`src/hdl/dram_rx_config.svh`:
```
`ifndef DRAM_RX_CONFIG_SVH
`define DRAM_RX_CONFIG_SVH

// Cache side
`define DRX_NUM_CACHE 4
`define DRX_DATA_WIDTH 32
`define DRX_DMA_DATA_WIDTH 32
`define DRX_BLOCK_WORDS 8

// DRAM channel side
`define DRX_DRAM_DATA_WIDTH 64
`define DRX_CH_ADDR_WIDTH 16
`define DRX_FIFO_DEPTH 8 // power of two, pointers wrap naturally

`define DRX_BEATS_PER_BLOCK (`DRX_BLOCK_WORDS*`DRX_DATA_WIDTH/`DRX_DRAM_DATA_WIDTH)
`define DRX_DMA_PER_BLOCK (`DRX_BLOCK_WORDS*`DRX_DATA_WIDTH/`DRX_DMA_DATA_WIDTH)
`define DRX_LG_NUM_CACHE $clog2(`DRX_NUM_CACHE)

`endif

```
`src/hdl/dram_rx_pkg.sv`:
```
`include "dram_rx_config.svh"

package dram_rx_pkg;

  // Channel byte address, top bits pick the cache
  typedef logic [`DRX_CH_ADDR_WIDTH-1:0] ch_addr_t;

  typedef logic [`DRX_DRAM_DATA_WIDTH-1:0] dram_beat_t;

  typedef logic [`DRX_DMA_DATA_WIDTH-1:0] dma_word_t;

  typedef logic [`DRX_LG_NUM_CACHE-1:0] cache_id_t;

  // Drain side of a reorder block
  typedef enum logic {
    e_drain_idle, // drain buffer empty
    e_drain_busy  // words going out
  } drain_state_e;

endpackage

```
`src/hdl/dram_rx_dispatch.sv`:
```
`timescale 1ns/10ps
`include "dram_rx_config.svh"

module dram_rx_dispatch (
  input core_clk_i,
  input reset_i,
  input dram_data_v_i,
  input dram_rx_pkg::dram_beat_t dram_data_i,
  input dram_rx_pkg::ch_addr_t dram_ch_addr_i,
  input [`DRX_NUM_CACHE-1:0] fill_ready_i,
  output dram_rx_pkg::dram_beat_t rx_beat_o,
  output dram_rx_pkg::ch_addr_t rx_ch_addr_o,
  output logic [`DRX_NUM_CACHE-1:0] rx_v_o,
  output logic fifo_full_o
);

  localparam int lg_depth_lp = $clog2(`DRX_FIFO_DEPTH);

  // Address and beat storage, no reset needed on payload
  dram_rx_pkg::dram_beat_t beat_mem [`DRX_FIFO_DEPTH];
  dram_rx_pkg::ch_addr_t addr_mem [`DRX_FIFO_DEPTH];

  logic [lg_depth_lp-1:0] wr_ptr;
  logic [lg_depth_lp-1:0] rd_ptr;
  logic [lg_depth_lp:0] count;
  logic head_v;
  logic fifo_wr;
  logic fifo_rd;
  dram_rx_pkg::cache_id_t head_id;

  assign head_v = (count != '0);
  assign fifo_full_o = (count == (lg_depth_lp+1)'(`DRX_FIFO_DEPTH));

  // A pop on the same edge frees the slot being written
  assign fifo_wr = dram_data_v_i & (~fifo_full_o | fifo_rd);

  assign rx_beat_o = beat_mem[rd_ptr];
  assign rx_ch_addr_o = addr_mem[rd_ptr];

  assign head_id = rx_ch_addr_o[`DRX_CH_ADDR_WIDTH-1 -: `DRX_LG_NUM_CACHE];

  // Decode head beat to its cache, only offered when that cache can take it
  always_comb begin
    rx_v_o = '0;
    rx_v_o[head_id] = head_v;
    rx_v_o = rx_v_o & fill_ready_i;
  end

  assign fifo_rd = |rx_v_o;

  always_ff @(posedge core_clk_i) begin
    if (fifo_wr) begin
      beat_mem[wr_ptr] <= dram_data_i;
      addr_mem[wr_ptr] <= dram_ch_addr_i;
    end
  end

  always_ff @(posedge core_clk_i) begin
    if (reset_i) begin
      wr_ptr <= '0;
      rd_ptr <= '0;
      count <= '0;
    end else begin
      if (fifo_wr) begin
        wr_ptr <= wr_ptr + 1'b1;
      end
      if (fifo_rd) begin
        rd_ptr <= rd_ptr + 1'b1;
      end
      case ({fifo_wr, fifo_rd})
        2'b10: count <= count + 1'b1;
        2'b01: count <= count - 1'b1;
        default: count <= count; // idle or push and pop together
      endcase
    end
  end

endmodule

```
`src/hdl/dram_rx_reorder.sv`:
```
`timescale 1ns/10ps
`include "dram_rx_config.svh"

module dram_rx_reorder (
  input core_clk_i,
  input reset_i,
  input rx_v_i,
  input dram_rx_pkg::dram_beat_t rx_beat_i,
  input dram_rx_pkg::ch_addr_t rx_ch_addr_i,
  output logic fill_ready_o,
  output dram_rx_pkg::dma_word_t dma_data_o,
  output logic dma_data_v_o,
  input dma_data_ready_i
);

  localparam int beats_lp = `DRX_BEATS_PER_BLOCK;
  localparam int words_lp = `DRX_DMA_PER_BLOCK;
  localparam int lg_beats_lp = $clog2(beats_lp);
  localparam int lg_words_lp = $clog2(words_lp);
  localparam int words_per_beat_lp = `DRX_DRAM_DATA_WIDTH / `DRX_DMA_DATA_WIDTH;
  localparam int beat_offset_lp = $clog2(`DRX_DRAM_DATA_WIDTH / 8); // byte bits in a beat

  // Fill side collects beats in any order
  dram_rx_pkg::dram_beat_t fill_buf [beats_lp];
  logic [beats_lp-1:0] fill_mask;

  // Drain side holds the block as DMA words in address order
  dram_rx_pkg::dma_word_t drain_buf [words_lp];
  dram_rx_pkg::drain_state_e drain_state;
  logic [lg_words_lp-1:0] word_cnt;

  logic [lg_beats_lp-1:0] beat_idx;
  logic fill_full;
  logic fill_wr;
  logic move_block;
  logic word_done;

  assign beat_idx = rx_ch_addr_i[beat_offset_lp +: lg_beats_lp];
  assign fill_full = &fill_mask;
  assign fill_ready_o = ~fill_full;
  assign fill_wr = rx_v_i & fill_ready_o;

  // Full block waits here until the drain buffer is free
  assign move_block = fill_full & (drain_state == dram_rx_pkg::e_drain_idle);

  assign dma_data_v_o = (drain_state == dram_rx_pkg::e_drain_busy);
  assign dma_data_o = drain_buf[word_cnt];
  assign word_done = dma_data_v_o & dma_data_ready_i;

  always_ff @(posedge core_clk_i) begin
    if (fill_wr) begin
      fill_buf[beat_idx] <= rx_beat_i;
    end
    if (move_block) begin
      // Lower address word of each beat is the low half
      for (int b = 0; b < beats_lp; b++) begin
        for (int h = 0; h < words_per_beat_lp; h++) begin
          drain_buf[b*words_per_beat_lp + h] <=
            fill_buf[b][h*`DRX_DMA_DATA_WIDTH +: `DRX_DMA_DATA_WIDTH];
        end
      end
    end
  end

  always_ff @(posedge core_clk_i) begin
    if (reset_i) begin
      fill_mask <= '0;
    end else if (move_block) begin
      fill_mask <= '0;
    end else if (fill_wr) begin
      fill_mask[beat_idx] <= 1'b1;
    end
  end

  always_ff @(posedge core_clk_i) begin
    if (reset_i) begin
      drain_state <= dram_rx_pkg::e_drain_idle;
      word_cnt <= '0;
    end else begin
      case (drain_state)
        dram_rx_pkg::e_drain_idle: begin
          if (move_block) begin
            drain_state <= dram_rx_pkg::e_drain_busy;
            word_cnt <= '0;
          end
        end
        dram_rx_pkg::e_drain_busy: begin
          if (word_done) begin
            word_cnt <= word_cnt + 1'b1;
            if (word_cnt == lg_words_lp'(words_lp - 1)) begin
              drain_state <= dram_rx_pkg::e_drain_idle; // last word taken
            end
          end
        end
        default: drain_state <= dram_rx_pkg::e_drain_idle;
      endcase
    end
  end

endmodule

```
`src/hdl/dram_rx_top.sv`:
```
`timescale 1ns/10ps
`include "dram_rx_config.svh"

module dram_rx_top (
  input core_clk_i,
  input reset_i,
  input dram_data_v_i,
  input dram_rx_pkg::dram_beat_t dram_data_i,
  input dram_rx_pkg::ch_addr_t dram_ch_addr_i,
  output dram_rx_pkg::dma_word_t [`DRX_NUM_CACHE-1:0] dma_data_o,
  output logic [`DRX_NUM_CACHE-1:0] dma_data_v_o,
  input [`DRX_NUM_CACHE-1:0] dma_data_ready_i
);

  // Head of the return FIFO, shared by all reorder blocks
  dram_rx_pkg::dram_beat_t rx_beat;
  dram_rx_pkg::ch_addr_t rx_ch_addr;
  logic [`DRX_NUM_CACHE-1:0] rx_v;       // one-hot
  logic [`DRX_NUM_CACHE-1:0] fill_ready;

  dram_rx_dispatch u_dispatch (
    .core_clk_i(core_clk_i),
    .reset_i(reset_i),
    .dram_data_v_i(dram_data_v_i),
    .dram_data_i(dram_data_i),
    .dram_ch_addr_i(dram_ch_addr_i),
    .fill_ready_i(fill_ready),
    .rx_beat_o(rx_beat),
    .rx_ch_addr_o(rx_ch_addr),
    .rx_v_o(rx_v),
    .fifo_full_o()
  );

  for (genvar i = 0; i < `DRX_NUM_CACHE; i++) begin : g_cache
    dram_rx_reorder u_reorder (
      .core_clk_i(core_clk_i),
      .reset_i(reset_i),
      .rx_v_i(rx_v[i]),
      .rx_beat_i(rx_beat),
      .rx_ch_addr_i(rx_ch_addr),
      .fill_ready_o(fill_ready[i]),
      .dma_data_o(dma_data_o[i]),
      .dma_data_v_o(dma_data_v_o[i]),
      .dma_data_ready_i(dma_data_ready_i[i])
    );
  end

endmodule

```
`config.mk`:
```
export PLATFORM = sky130hd
export DESIGN_NAME = dram_rx_top
export DESIGN_NICKNAME = d
export VERILOG_FILES = /design/src/hdl/dram_rx_pkg.sv /design/src/hdl/dram_rx_dispatch.sv /design/src/hdl/dram_rx_reorder.sv /design/src/hdl/dram_rx_top.sv
export VERILOG_INCLUDE_DIRS = /design/src /design/src/hdl
export SDC_FILE = /design/constraint.sdc
export NUM_CORES = 2
export LEC_CHECK = 0
export BUFFER_PORTS_ARGS = -buffer_cell sky130_fd_sc_hd__buf_2
export CAP_MARGIN = 20
export CORE_ASPECT_RATIO = 1.75
export CORE_MARGIN = 2
export CORE_UTILIZATION = 25
export DETAILED_ROUTE_END_ITERATION = 10
export HOLD_SLACK_MARGIN = 0.06
export PLACE_DENSITY = 0.37
export SYNTH_ARGS = -nofsm -noshare
export SYNTH_HDL_FRONTEND = slang
export SYNTH_SLANG_ARGS = --single-unit
```
`constraint.sdc`:
```
create_clock -name core_clk_i -period 15.7 [get_ports core_clk_i]
set_clock_uncertainty 0.2 [all_clocks]
set_input_delay 0.785 -clock core_clk_i [delete_from_list [all_inputs] [get_ports core_clk_i]]
set_output_delay 0.785 -clock core_clk_i [all_outputs]
set_load 0.02 [all_outputs]
```
==> results.ini <==
[route]
maxUsedRoutingLayer = met5
wire_per_inst_microns = 23.5
route.detailed.drc = 0
dr.pass1.iters = 5
route.vias.total = 37104
dr.first_iter.drc_count = 2197
antenna_left = 0
routed_wirelength_microns = 214000
drt-met1-wl_microns = 85300
routed-wl-met2_microns = 113000
routed-wl-met3_microns = 9660
viasPerCell = 4.07

[cts]
clk_pin_slew_ns = 0.07
clk_path_buf_depth = 4
cts_tree = done
cts_sinks = 2649
worstSkewPairLatency_ns = 0.90
cts_root_buffer = clkbuf_16
h-tree-depth = 4
cts_buffers = 238
post_cts_buffers = 0

[worst_hold_path]
hp-class = flop to flop

[critical_path]
cp-endpoint = u_dispatch.beat_mem[4][58]
required_ns = 16.00
cp.depth = 7
start_kind = flop
worstPathCellList = buf_4, mux4_2, mux2i_4, a221oi_2, or2_1, nor3_2, buf_4
reg2reg_to = u_dispatch.beat_mem[4][58]
crit_path_top_delay_cell = buf_4
cp.arrival_ns = 5.37
critPathMaxStageDelay_ns = 0.76
crit_buf_inv = 2
worstRegToRegCells = 7
path_class = flop to flop
r2r_slack_ns = 10.63
crit_path_max_fanout = 57
end_kind = flop
crit_family = buffers and inverters
timing.critical_path.mode_cell = buf_4

[finish]
drive_gt1_share_pct = 29.3
finish.instance_area_sq_mm = 0.107
area_growth_pct = 16.9
layout.nets = 4131
post-route-util_pct = 29.3

[global_route]
grt_pass1_vias = 40881
overflow = 0
grt_antenna_before_repair = 71
groute.usage.overall_pct = 11.4
grt_pass1_wl_microns = 302000
grt_max_degree = 162

[sta]
worst_pin_slew_ns = 1.04
fin_crit_sh_pct = 32.3
fmax_mhz = 197
fin_setup_tns_ns = 0
maxSlewViolCount = 0
setup_viol = 0
hold_viol = 0
rsz0062_at_grt = false
post-route-min-period_ns = 5.07
slew_headroom_pct = 30.4

[synth]
synth.net_count = 3663
yosysUniqueCellTypes = 41
synth-seq-cells = 2649
syn_avg_cell_area_sq_um = 25.8
synth_edf_count = 2592
synth_area_sq_mm = 0.0918
yosysWarnings = 0
ys_seq_area_share_pct = 86.0
ys.flop_type = edfxtp_1
synthCells = 3563
synth-async-reset-ratio_pct = 0

[status]
status = completed

[floorplanning]
core_area_sq_mm = 0.366
die_h_microns = 806
fp.dieW_microns = 462
initial_core_util_pct = 25.1
io_pins = 219
die_area_sq_mm = 0.372
rows = 294

[pwr]
p_leak_nw = 32.1
powerDensity_mw_per_mm2 = 153
ir_drop_mv = 0.0914

[placed_design]
port_buffers = 206
dpl.hpwl_microns = 125000
place.gp.congestion = 0.673
post_dp_cell_area_sq_mm = 0.0993

[job]
maxCapViolCount = 0

## cells in the mapped netlist (12+ instances only)
cell,n,share of area [%]
a21oi_1,12,0.065
buf_1,30,0.12
buf_2,13,0.071
clkbuf_1,77,0.31
dfxtp_1,57,1.2
edfxtp_1,2592,85
ha_1,12,0.16
mux2_2,202,2.5
mux2i_1,14,0.15
mux4_2,391,9.6
nand2_1,21,0.086
nor2_1,58,0.24
o21a_1,16,0.13
## logic make-up (layout without fill, tap and decap cells)
group	Yosys count	after routing	synth area share, %
flip-flops	2649	2649	86.0
multiplexers	609	609	12.3
buffers and inverters	131	776	0.578
AND/OR/NAND/NOR	111	111	0.546
AO/OA/AOI/OAI	48	48	0.386
adder cells (fa/ha/maj)	13	13	0.185
XOR/XNOR	2	2	0.0191
other	0	22	0
## sequential cells by signal, indices dropped and copies added (netlist names), named ones only
name	count
u_dispatch.addr_mem	32
u_dispatch.count	4
g_cache.u_reorder.drain_buf	1024
g_cache.u_reorder.dma_data_v_o	4
g_cache.u_reorder.fill_mask	16
u_dispatch.beat_mem	512
g_cache.u_reorder.fill_buf	1024
g_cache.u_reorder.word_cnt	12
u_dispatch.wr_ptr	3
u_dispatch.rd_ptr	3
## metal layers
layer  GRT usage, %  up-vias
met3           2.25      350
li1               -    15932
met2           20.8      658
met4           3.08       50
met1           13.4    20114
met5              0        -
## worst min path at each step
| stage | from | end | slack (ns) | depth (start not counted) |
|---|---|---|---|---|
| after floorplan | g_cache[0].u_reorder.fill_buf[0][0] | g_cache[0].u_reorder.drain_buf[0][0] | 0.20 | 0 |
| after global placement | g_cache[3].u_reorder.fill_buf[0][20] | g_cache[3].u_reorder.drain_buf[0][20] | 0.20 | 0 |
| after detailed placement | g_cache[0].u_reorder.fill_buf[0][13] | g_cache[0].u_reorder.drain_buf[0][13] | 0.20 | 0 |
| after CTS | g_cache[1].u_reorder.fill_buf[3][20] | g_cache[1].u_reorder.drain_buf[6][20] | 0.17 | 0 |
| after global routing | g_cache[3].u_reorder.fill_buf[0][31] | g_cache[3].u_reorder.drain_buf[0][31] | 0.18 | 0 |
| final | g_cache[2].u_reorder.fill_buf[3][50] | g_cache[2].u_reorder.drain_buf[7][18] | 0.17 | 0 |
## power breakdown
group	switching (mW)	leakage (nW)	internal [mW]	total [mW]
sequential	0.126	23.9	8.79	8.92
combinational	1.42	4.76	0.447	1.87
clock	2.57	3.50	3.01	5.58
## final cells by class
class | count | area, sq um
Clock inverter | 120 | 967
Fill cell | 35424 | 259000
Inverter | 6 | 22.5
Antenna cell | 22 | 55.1
Sequential cell | 2649 | 79000
Tap cell | 4884 | 6110
Clock buffer | 297 | 6250
Multi-Input combinational cell | 783 | 12500
Timing Repair Buffer | 353 | 2340
## cells in the final DEF (no fill, tap or decap), drive strengths merged, types with 3 or more instances in the layout
master and n:
buf 279, a32oi 4, nor2 58, mux4 391, or3 4, nor2b 4, ha 12, o21ai 4
clkinvlp 11, clkinv 89, edfxtp 2592, nand2 21, nor3 5, a311oi 4, and4 4, dlygate4sd3 73
nand3 4, o21a 16, a21oi 12, bufinv 12, mux2i 16, inv 14, mux2 202, nand4 3
diode 22, dfxtp 57, clkbuf 298
## through the flow
step / cells / worst slack [ns] / total power, mW / hold slack, ns
after floorplan: 3563 / 2.11 / 10.0 / 0.200
after global placement: 8600 / 10.14 / 11.0 / 0.200
after detailed placement: 8600 / 10.11 / 11.0 / 0.205
after CTS: 9090 / 10.09 / 16.7 / 0.170
after global routing: 9098 / 10.22 / 17.1 / 0.177
final: 9114 / 10.63 / 16.4 / 0.174
## repair_timing
action | in CTS | in global routing
resized for setup | 0 | 0
hold buffers | 73 | 0
endpoints found under the hold margin | 560 | 0
Note: power is estimated with default switching activity, not from simulation.
